<file path="config.mk">
export PLATFORM = sky130hd
export DESIGN_NAME = load_miss_queue
export DESIGN_NICKNAME = d
export VERILOG_FILES = /design/src/rtl/l2_bus_pkg.sv /design/src/rtl/miss_queue_pkg.sv /design/src/rtl/issue_arbiter.sv /design/src/rtl/issue_control_fsm.sv /design/src/rtl/load_miss_queue.sv /design/src/rtl/miss_entry_table.sv
export VERILOG_INCLUDE_DIRS = /design/src /design/src/rtl
export SDC_FILE = /design/constraint.sdc
export NUM_CORES = 1
export LEC_CHECK = 0
export CORE_MARGIN = 10
export CORE_UTILIZATION = 47
export CTS_BUF_LIST = sky130_fd_sc_hd__clkbuf_8
export CTS_CLUSTER_DIAMETER = 30
export DETAILED_ROUTE_END_ITERATION = 7
export DONT_BUFFER_PORTS = 1
export PLACE_DENSITY = 0.71
export SETUP_SLACK_MARGIN = 0.2
export SYNTH_ARGS = -nofsm -noshare
export SYNTH_HDL_FRONTEND = slang
export SYNTH_HIERARCHICAL = 1
export SYNTH_SLANG_ARGS = --single-unit
</file>
<file path="constraint.sdc">
create_clock -name clk -period 5.6 [get_ports clk]
set_input_delay 0.84 -clock clk [delete_from_list [all_inputs] [get_ports clk]]
set_output_delay 0.84 -clock clk [all_outputs]
set_load 0.01 [all_outputs]
</file>
<file path="src/rtl/lmq_settings.svh">
`ifndef LMQ_SETTINGS_SVH
`define LMQ_SETTINGS_SVH

// Line address split into tag and set index
`define LMQ_TAG_WIDTH 21
`define LMQ_SET_WIDTH 5

// Outstanding misses the queue can track
`define LMQ_ENTRIES 4

// Hardware strands sharing the data cache
`define LMQ_STRANDS 4

`endif

</file>
<file path="src/rtl/l2_bus_pkg.sv">
`default_nettype none

`include "lmq_settings.svh"

package l2_bus_pkg;

	localparam int L2_ADDR_WIDTH = `LMQ_TAG_WIDTH + `LMQ_SET_WIDTH;

	// Only loads leave this unit
	typedef enum logic [1:0]
	{
		L2_OP_LOAD = 2'd0
	} l2_op_e;

	// Upper id bits tell the L2 which requester owns the transaction
	typedef enum logic [1:0]
	{
		LOAD_QUEUE = 2'd1
	} l2_id_class_e;

	typedef struct packed
	{
		l2_id_class_e id_class;
		logic [1:0] entry;
	} l2_id_t;

	typedef struct packed
	{
		l2_id_t id;
		l2_op_e op;
		logic [1:0] way;
		logic [L2_ADDR_WIDTH-1:0] address;
	} l2_req_t;

	typedef struct packed
	{
		logic valid;
		l2_id_t id;
		l2_op_e op;
	} l2_resp_t;

endpackage

`default_nettype wire

</file>
<file path="src/rtl/miss_queue_pkg.sv">
`default_nettype none

`include "lmq_settings.svh"

package miss_queue_pkg;

	localparam int ENTRY_IDX_WIDTH = $clog2(`LMQ_ENTRIES);
	localparam int STRAND_IDX_WIDTH = $clog2(`LMQ_STRANDS);

	typedef logic [ENTRY_IDX_WIDTH-1:0] entry_idx_t;
	typedef logic [1:0] way_t;
	typedef logic [`LMQ_STRANDS-1:0] strand_mask_t;
	typedef logic [`LMQ_TAG_WIDTH-1:0] tag_t;
	typedef logic [`LMQ_SET_WIDTH-1:0] set_idx_t;

	// Miss presented by the cache pipeline
	typedef struct packed
	{
		tag_t tag;
		set_idx_t set_idx;
		way_t way;
		logic [STRAND_IDX_WIDTH-1:0] strand;
	} miss_req_t;

	typedef struct packed
	{
		tag_t tag;
		set_idx_t set_idx;
		way_t way;
		strand_mask_t strands;
		logic valid;
		logic issued;
	} lmq_entry_t;

	// All zero when no load completes
	typedef struct packed
	{
		strand_mask_t strands;
		tag_t tag;
		set_idx_t set_idx;
		way_t way;
	} load_complete_t;

endpackage

`default_nettype wire

</file>
<file path="src/rtl/issue_arbiter.sv">
`timescale 1ns/1ps
`default_nettype none

`include "lmq_settings.svh"

module issue_arbiter
(
	input  logic clk,
	input  logic rst_n_i,
	input  logic [`LMQ_ENTRIES-1:0] pending_mask_i,
	input  logic issue_take_i,
	output logic grant_valid_o,
	output miss_queue_pkg::entry_idx_t grant_entry_o
);

	import miss_queue_pkg::*;

	// Highest priority index
	entry_idx_t ptr_q;
	entry_idx_t cand;
	entry_idx_t next_ptr;

	// Scan from the far end so the nearest pending index above the pointer wins
	always_comb
	begin
		grant_valid_o = 1'b0;
		grant_entry_o = '0;
		cand = '0;
		for (int k = `LMQ_ENTRIES - 1; k >= 0; k--)
		begin
			cand = entry_idx_t'((int'(ptr_q) + k) % `LMQ_ENTRIES);
			if (pending_mask_i[cand])
			begin
				grant_valid_o = 1'b1;
				grant_entry_o = cand;
			end
		end
	end

	// Granted entry drops to lowest priority
	assign next_ptr = entry_idx_t'((int'(grant_entry_o) + 1) % `LMQ_ENTRIES);

	always_ff @(posedge clk or negedge rst_n_i)
	begin
		if (!rst_n_i)
			ptr_q <= '0;
		else if (issue_take_i)
			ptr_q <= next_ptr;
	end

endmodule

`default_nettype wire

</file>
<file path="src/rtl/issue_control_fsm.sv">
`timescale 1ns/1ps
`default_nettype none

module issue_control_fsm
(
	input  logic clk,
	input  logic rst_n_i,
	input  logic grant_valid_i,
	input  miss_queue_pkg::entry_idx_t grant_entry_i,
	input  miss_queue_pkg::lmq_entry_t issue_view_i,
	input  logic l2_ack_i,
	output logic issue_take_o,
	output miss_queue_pkg::entry_idx_t issue_entry_o,
	output logic mark_issued_o,
	output logic l2_req_valid_o,
	output l2_bus_pkg::l2_req_t l2_req_o
);

	import miss_queue_pkg::*;
	import l2_bus_pkg::*;

	typedef enum logic
	{
		IDLE,
		WAIT_ACK
	} state_e;

	state_e state_q;
	state_e state_d;
	entry_idx_t entry_q;

	// Take the grant only while no request is outstanding
	assign issue_take_o = state_q == IDLE && grant_valid_i;
	assign mark_issued_o = state_q == WAIT_ACK && l2_ack_i;
	assign l2_req_valid_o = state_q == WAIT_ACK;
	assign issue_entry_o = entry_q;

	// Entry fields stay put while it is outstanding, so the bus is stable
	assign l2_req_o = '{
		id: '{id_class: LOAD_QUEUE, entry: entry_q},
		op: L2_OP_LOAD,
		way: issue_view_i.way,
		address: {issue_view_i.tag, issue_view_i.set_idx}
	};

	always_comb
	begin
		state_d = state_q;
		case (state_q)
			IDLE:
			begin
				if (grant_valid_i)
					state_d = WAIT_ACK;
			end

			WAIT_ACK:
			begin
				// One idle cycle follows every ack
				if (l2_ack_i)
					state_d = IDLE;
			end

			default:
				state_d = IDLE;
		endcase
	end

	always_ff @(posedge clk or negedge rst_n_i)
	begin
		if (!rst_n_i)
			state_q <= IDLE;
		else
			state_q <= state_d;
	end

	always_ff @(posedge clk)
	begin
		if (issue_take_o)
			entry_q <= grant_entry_i;
	end

endmodule

`default_nettype wire

</file>
<file path="src/rtl/load_miss_queue.sv">
`timescale 1ns/1ps
`default_nettype none

`include "lmq_settings.svh"

module load_miss_queue
(
	input  logic clk,
	input  logic rst_n_i,
	input  logic request_i,
	input  miss_queue_pkg::miss_req_t miss_i,
	output logic queue_full_o,
	output logic l2_req_valid_o,
	output l2_bus_pkg::l2_req_t l2_req_o,
	input  logic l2_ack_i,
	input  l2_bus_pkg::l2_resp_t l2_resp_i,
	output miss_queue_pkg::load_complete_t load_complete_o,
	output logic load_complete_valid_o
);

	import miss_queue_pkg::*;

	logic [`LMQ_ENTRIES-1:0] pending_mask;
	logic grant_valid;
	entry_idx_t grant_entry;
	logic issue_take;
	logic mark_issued;
	entry_idx_t issue_entry;
	lmq_entry_t issue_view;

	miss_entry_table u_table
	(
		.clk(clk),
		.rst_n_i(rst_n_i),
		.request_i(request_i),
		.miss_i(miss_i),
		.mark_issued_i(mark_issued),
		.issue_entry_i(issue_entry),
		.resp_i(l2_resp_i),
		.pending_mask_o(pending_mask),
		.issue_view_o(issue_view),
		.queue_full_o(queue_full_o),
		.load_complete_o(load_complete_o),
		.load_complete_valid_o(load_complete_valid_o)
	);

	issue_arbiter u_arbiter
	(
		.clk(clk),
		.rst_n_i(rst_n_i),
		.pending_mask_i(pending_mask),
		.issue_take_i(issue_take),
		.grant_valid_o(grant_valid),
		.grant_entry_o(grant_entry)
	);

	issue_control_fsm u_issue_fsm
	(
		.clk(clk),
		.rst_n_i(rst_n_i),
		.grant_valid_i(grant_valid),
		.grant_entry_i(grant_entry),
		.issue_view_i(issue_view),
		.l2_ack_i(l2_ack_i),
		.issue_take_o(issue_take),
		.issue_entry_o(issue_entry),
		.mark_issued_o(mark_issued),
		.l2_req_valid_o(l2_req_valid_o),
		.l2_req_o(l2_req_o)
	);

endmodule

`default_nettype wire

</file>
<file path="src/rtl/miss_entry_table.sv">
`timescale 1ns/1ps
`default_nettype none

`include "lmq_settings.svh"

module miss_entry_table
(
	input  logic clk,
	input  logic rst_n_i,
	input  logic request_i,
	input  miss_queue_pkg::miss_req_t miss_i,
	input  logic mark_issued_i,
	input  miss_queue_pkg::entry_idx_t issue_entry_i,
	input  l2_bus_pkg::l2_resp_t resp_i,
	output logic [`LMQ_ENTRIES-1:0] pending_mask_o,
	output miss_queue_pkg::lmq_entry_t issue_view_o,
	output logic queue_full_o,
	output miss_queue_pkg::load_complete_t load_complete_o,
	output logic load_complete_valid_o
);

	import miss_queue_pkg::*;
	import l2_bus_pkg::*;

	// Per-entry control bits
	logic [`LMQ_ENTRIES-1:0] valid_q;
	logic [`LMQ_ENTRIES-1:0] issued_q;

	// Per-entry payload
	tag_t tag_q [`LMQ_ENTRIES];
	set_idx_t set_q [`LMQ_ENTRIES];
	way_t way_q [`LMQ_ENTRIES];
	strand_mask_t strands_q [`LMQ_ENTRIES];

	logic hit;
	entry_idx_t hit_idx;
	entry_idx_t free_idx;
	logic alloc;
	logic merge;
	strand_mask_t strand_bit;
	entry_idx_t resp_entry;
	logic resp_hit;

	// Response lookup where the low id bits select the entry
	assign resp_entry = resp_i.id.entry;
	assign resp_hit = resp_i.valid && resp_i.id.id_class == LOAD_QUEUE
		&& valid_q[resp_entry];

	// Collision CAM that skips an entry retiring this cycle
	always_comb
	begin
		hit = 1'b0;
		hit_idx = '0;
		for (int i = 0; i < `LMQ_ENTRIES; i++)
		begin
			if (valid_q[i] && !(resp_hit && resp_entry == entry_idx_t'(i))
				&& tag_q[i] == miss_i.tag && set_q[i] == miss_i.set_idx)
			begin
				hit = 1'b1;
				hit_idx = entry_idx_t'(i);
			end
		end
	end

	// Lowest free entry wins
	always_comb
	begin
		free_idx = '0;
		for (int i = `LMQ_ENTRIES - 1; i >= 0; i--)
		begin
			if (!valid_q[i])
				free_idx = entry_idx_t'(i);
		end
	end

	assign queue_full_o = &valid_q;
	assign merge = request_i && hit;
	assign alloc = request_i && !hit && !queue_full_o;
	assign strand_bit = strand_mask_t'(1) << miss_i.strand;
	assign pending_mask_o = valid_q & ~issued_q;

	assign issue_view_o = '{
		tag: tag_q[issue_entry_i],
		set_idx: set_q[issue_entry_i],
		way: way_q[issue_entry_i],
		strands: strands_q[issue_entry_i],
		valid: valid_q[issue_entry_i],
		issued: issued_q[issue_entry_i]
	};

	// Completion report follows the response in the same cycle
	assign load_complete_valid_o = resp_hit;
	assign load_complete_o = resp_hit ? load_complete_t'{
		strands: strands_q[resp_entry],
		tag: tag_q[resp_entry],
		set_idx: set_q[resp_entry],
		way: way_q[resp_entry]
	} : '0;

	always_ff @(posedge clk or negedge rst_n_i)
	begin
		if (!rst_n_i)
		begin
			valid_q <= '0;
			issued_q <= '0;
		end
		else
		begin
			if (alloc)
			begin
				valid_q[free_idx] <= 1'b1;
				issued_q[free_idx] <= 1'b0;
			end

			if (mark_issued_i)
				issued_q[issue_entry_i] <= 1'b1;

			if (resp_hit)
			begin
				valid_q[resp_entry] <= 1'b0;
				issued_q[resp_entry] <= 1'b0;
			end
		end
	end

	always_ff @(posedge clk)
	begin
		if (alloc)
		begin
			tag_q[free_idx] <= miss_i.tag;
			set_q[free_idx] <= miss_i.set_idx;
			way_q[free_idx] <= miss_i.way;
			strands_q[free_idx] <= strand_bit;
		end
		else if (merge)
			strands_q[hit_idx] <= strands_q[hit_idx] | strand_bit;
	end

endmodule

`default_nettype wire

</file>
# [Yosys cells after proc, flatten, opt, wreduce, memory -nomap -nowiden]
# Memories as Yosys holds them, arrays and structs flattened. A register that Yosys moved wholly into a read port is not among the register bits.
# Cells that the tools add are included.
[totals] regBits=13 latch_bits=0 ramBits=128 romBits=0 input_bits=41 out_inout_bits=69 elab_cells=137 memories=4
[classes] n_addsub=4 n_mul=0 div_mod_pow=0 n_lt_le_gt_ge=10 eq_ne=12 shift=1 muxes=55 bitwise=11 n_reduce_logical=35
[memory_table] name="u_table.tag_q" depth=4 width=21 rd=6 rd_clocked_by_memory_dff=1 write_ports=1 line="miss_entry_table.sv:30" source="tag_t tag_q [`LMQ_ENTRIES];"
[memory_table] name="u_table.set_q" depth=4 width=5 rd=6 rd_clocked_by_memory_dff=1 write_ports=1 line="miss_entry_table.sv:31" source="set_idx_t set_q [`LMQ_ENTRIES];"
[memory_table] name="u_table.strands_q" depth=4 width=4 rd=2 rd_clocked_by_memory_dff=0 write_ports=1 line="miss_entry_table.sv:33" source="strand_mask_t strands_q [`LMQ_ENTRIES];"
[memory_table] name="u_table.way_q" depth=4 width=2 rd=2 rd_clocked_by_memory_dff=1 write_ports=1 line="miss_entry_table.sv:32" source="way_t way_q [`LMQ_ENTRIES];"
[op_table] operator="$eq A21 B21 Y1" n=4
[op_table] operator="$mux W32" n=1
[op_table] operator="$mux W2" n=14
[op_table] operator="$logic_and A1 B1 Y1" n=26
[op_table] operator="$mux W1" n=25
[op_table] operator="$mux W4" n=6
[op_table] operator="$lt A2 B3 Y1 const B" n=7
[op_table] operator="$eq A5 B5 Y1" n=4
[op_table] operator="$and A4 B4 Y4" n=4
[op_table] operator="$not A4 Y4" n=3
[op_table] operator="$or A4 B4 Y4" n=3
[op_table] operator="$bmux W1 S2" n=5
[op_table] operator="$demux W1 S2" n=3
[op_table] operator="$ge A2 B1 Y1 const B" n=3
[op_table] operator="$logic_not A1 Y1" n=6
[op_table] operator="$add A2 B1 Y2 const B" n=2
[op_table] operator="$add A2 B2 Y2 const B" n=2
[op_table] operator="$eq A2 B1 Y1 const B" n=2
[op_table] operator="$eq A2 B2 Y1 const B" n=2
[op_table] operator="$reduce_and A4 Y1" n=1
[op_table] operator="$reduce_or A4 Y1" n=1
[op_table] operator="$shl A1 B2 Y4 const A" n=1
[op_table] operator="$logic_not A2 Y1" n=1
[op_table] operator="$pmux W1 S2" n=1
[op_table] operator="$not A1 Y1" n=1

# [Longest topological paths before layout]
[logic_depth] word_depth=20 mapped_depth=9 mapped_depth_nobuf=7

# [By module]
# Netlist, hierarchy kept.
[by_module_without_submodules] module="miss_entry_table" instances=1 cells_per_inst=512 area_per_inst_um2=7669.9 seq_area_each_um2=4043.9
[by_module_without_submodules] module="issue_control_fsm" instances=1 cells_per_inst=43 area_per_inst_um2=375.4 seq_area_each_um2=85.1
[by_module_without_submodules] module="issue_arbiter" instances=1 cells_per_inst=21 area_per_inst_um2=190.2 seq_area_each_um2=50.0

# [Worst setup path before layout]
# No wires, ideal clock.
[synth_path] kind="input to register" startpoint="in l2_resp_i[5] in the netlist's numbering" endpoint="mem u_table/set_q[1][0] in the netlist's numbering (enable)" setup_ns=0.448 arrival_time_ns=4.082 required_time_ns=5.152 setup_slack_ns=1.069 path_stages=9 path_buffers=2 path_cell_list="and3b_1 > buf_2 > nand4b_1 > and4_1 > nand2_2 > nand4_1 > or2_1 > buf_2 > nor3_1"
[synth_via] elab_chain_cells=17 elab_cells_between_ends=32 cone_classes="eq/ne (1); mux (6); reduce/logical (25)"
[synth_rtl] element="start: declaration" line="load_miss_queue.sv:16" source="input l2_bus_pkg::l2_resp_t l2_resp_i,"
[synth_rtl] element="$eq A2 B1 Y1 *" line="miss_entry_table.sv:46" source="assign resp_hit = resp_i.valid && resp_i.id.id_class == LOAD_QUEUE"
[synth_rtl] element="$logic_and A1 B1 Y1 *" line="miss_entry_table.sv:46"
[synth_rtl] element="$logic_and A1 B1 Y1 *" line="miss_entry_table.sv:47" source="&& valid_q[resp_entry];"
[synth_rtl] element="$logic_and A1 B1 Y1" line="miss_entry_table.sv:56" source="if (valid_q[i] && !(resp_hit && resp_entry == entry_idx_t'(i))"
[synth_rtl] element="$logic_not A1 Y1" line="miss_entry_table.sv:56"
[synth_rtl] element="$logic_and A1 B1 Y1" line="miss_entry_table.sv:56"
[synth_rtl] element="$logic_and A1 B1 Y1 (2 in series)" line="miss_entry_table.sv:57" source="&& tag_q[i] == miss_i.tag && set_q[i] == miss_i.set_idx)"
[synth_rtl] element="$mux W1 (3 in series)" line="miss_entry_table.sv:56"
[synth_rtl] element="$mux W1 *" line="miss_entry_table.sv:56"
[synth_rtl] element="$logic_not A1 Y1 *" line="miss_entry_table.sv:78" source="assign alloc = request_i && !hit && !queue_full_o;"
[synth_rtl] element="$logic_and A1 B1 Y1 * (2 in series)" line="miss_entry_table.sv:78"
[synth_rtl] element="$mux W1 *" line="miss_entry_table.sv:128" source="if (alloc)"
[synth_rtl] element="$mux W1 (not written as such) *" line="miss_entry_table.sv:131" source="set_q[free_idx] <= miss_i.set_idx;"
[synth_rtl] element="end: declaration" line="miss_entry_table.sv:31"
# Every way passes the cells marked *; elsewhere a longest branch is shown, timed or not.

# [Final worst setup path]
[layout_path] startpoint="in l2_resp_i[5] in the netlist's numbering" endpoint="mem u_table/set_q[0][4] in the netlist's numbering (enable)"
# Same word-level chain as after synthesis.

==> reports/metrics.cfg <==
[status]
status=complete, no violations

[worst_setup_path]
critPathTopFamily=simple AND/OR/NAND/NOR gates
crit_cells=8
path_cells=and3b_1, nand4b_1, and4_1, nand2_2, nand4_1, or2_1, nor2_2, buf_4
worstRegToRegCells=8
cp_slowest_cell=nor2_2
startpoint_type=input pin
path_buf_inv=1
worstPathArrival_ns=3.88
critPathKind=in2reg
r2r-start=u_table/set_q[3][4]$_DFFE_PP_
reg2reg_slack_ns=2.29
worstPathRequired_ns=5.73
crit_path_end_kind=register
r2r_end=u_table/set_q[0][4]$_DFFE_PP_
cp_slowest_stage_delay_ns=0.73
cp_max_fo=15

[placement]
numPortBuffers=0
dpl.hpwl_um=15070
place_ws_ns=1.459
place.gp.congestion=0.9006

[synthesis]
syn_avg_cell_area_um2=14.21
syn_inst=570
yosysWarnings=6
synth_area_um2=8100

[detailed_routing]
postRouteAntennaNets=0
wire_per_inst_um=28.33
drc=0
wirelength_um=21530
vias_per_cell=6.524
first_pass_iters=5
route.vias.total=4958
drt_iter0_markers=543

[global_route]
antenna_found_initial=0
grt_pass1_wl_um=31770
busiest_layer=met2
track_usage_pct=18.98
use_met3_pct=6.444
met2_usage_pct=30.62
gr-total-overflow=0
grt_max_degree=38
grt_pass1_vias=4957
use_met1_pct=24.18

[clocking]
ctsHoldBuffers=0
cts-buffers-inserted=17
ctsResizeCount=0
cts.clk_slew.worst_paths_ns=0.08
cts_sinks=141
cts_tree=yes
cts-root-buf=clkbuf_8
h-tree-depth=4
cts_max_path_buffers=2
insertion_delay_ns=0.45
postCtsSetupRepairBufs=0

[floorplan]
pin_count=110
die_w_um=151.3
die_area_um2=22890
die_h_um=151.3
start_util_pct=48.33
num_rows=47
core_um2=16760

[cells_and_area]
diodes=0
nNetsFinal=568
mostFrequentLayoutCell=edfxtp_1
final_util_pct=50.02
syn_to_final_growth_pct=3.491
layout_common_cells=130 x edfxtp_1, 61 x mux4_2, 60 x xnor2_1
final_layout_size_suffix_gt1_share_pct=22.59

[power_and_ir_drop]
leakagePower_nw=2.810
ir_worst_vdd_mv=0.4214
p_total_mw=2.705
powerDensity_nw_per_um2=322.7

[sta]
max_freq_mhz=266.4
hold_viol=0
worst_pin_slew_ns=0.9181
setup_viol=0
rsz0062_at_grt=no
setup_tns_ns=0
whs_ns=0.07466
final-max-slew-violation-count=0
min_period_over_period_pct=67.04
fin_ws_ns=1.846
min_period_ns=3.754
maxSlewHeadroom_pct=38.73
fin_skew_ns=0.01439

[run]
maxCapViolCount=0

[min_path]
hp-class=in2async

[report_power, final]
group          switching, mW  total (mW)  leakage (nW)  internal [mW]
clock network          0.407       0.755         0.181          0.348
logic                  0.394       0.704          1.34          0.310
registers             0.0420        1.25          1.29           1.20
total                  0.843        2.71          2.81           1.86
[worst max path at each step]
stage                     slack (ns)                       endpoint    startpoint
final                           1.85  u_table/set_q[0][4]$_DFFE_PP_  l2_resp_i[5]
after global routing            1.68  u_table/set_q[0][0]$_DFFE_PP_  l2_resp_i[5]
after CTS                       1.93  u_table/set_q[0][0]$_DFFE_PP_  l2_resp_i[5]
after detailed placement        1.46  u_table/way_q[0][1]$_DFFE_PP_  l2_resp_i[5]
after global placement          1.49  u_table/set_q[0][0]$_DFFE_PP_  l2_resp_i[5]
after floorplan                 1.07  u_table/set_q[1][0]$_DFFE_PP_  l2_resp_i[5]
[metal layers]
| layer | part of all wire, % | wire length [µm] |
|---|---|---|
| met1 | 40 | 8555 |
| met4 | 1.4 | 300 |
| met2 | 49 | 10490 |
| met3 | 10 | 2189 |
| met5 | 0 | 0 |
[state kept, by name, summed over array words and instances (netlist names)]
register,cells
u_arbiter/ptr_q,2
u_issue_fsm/issue_entry_o,2
u_issue_fsm/l2_req_valid_o,1
u_table/issued_q,4
u_table/set_q,20
u_table/strands_q,16
u_table/tag_q,84
u_table/valid_q,4
u_table/way_q,8
[worst reg2reg max path, delay by kind of cell (launching register included)]
kind | cells | cell delay, ns
simple gates | 6 | 1.91
flops | 1 | 0.43
buf+inv | 1 | 0.42
xor+xnor | 1 | 0.23
[layout make-up]
cell class | count | area (µm²)
clock buffers | 17 | 234.0
clock inverters | 15 | 123.9
fillers | 1405 | 8377
inverters | 10 | 37.54
multi-input cells | 349 | 3473
flip-flops and latches | 141 | 4179
well taps | 220 | 275.3
repair buffers | 8 | 60.06
[per-stage QoR]
step | cells | cell area, µm²
after global routing | 760 | 8383
after floorplan | 572 | 8108
after CTS | 760 | 8383
after global placement | 728 | 8025
final | 760 | 8383
after detailed placement | 728 | 8025
Power figures use the tool's default switching activity.
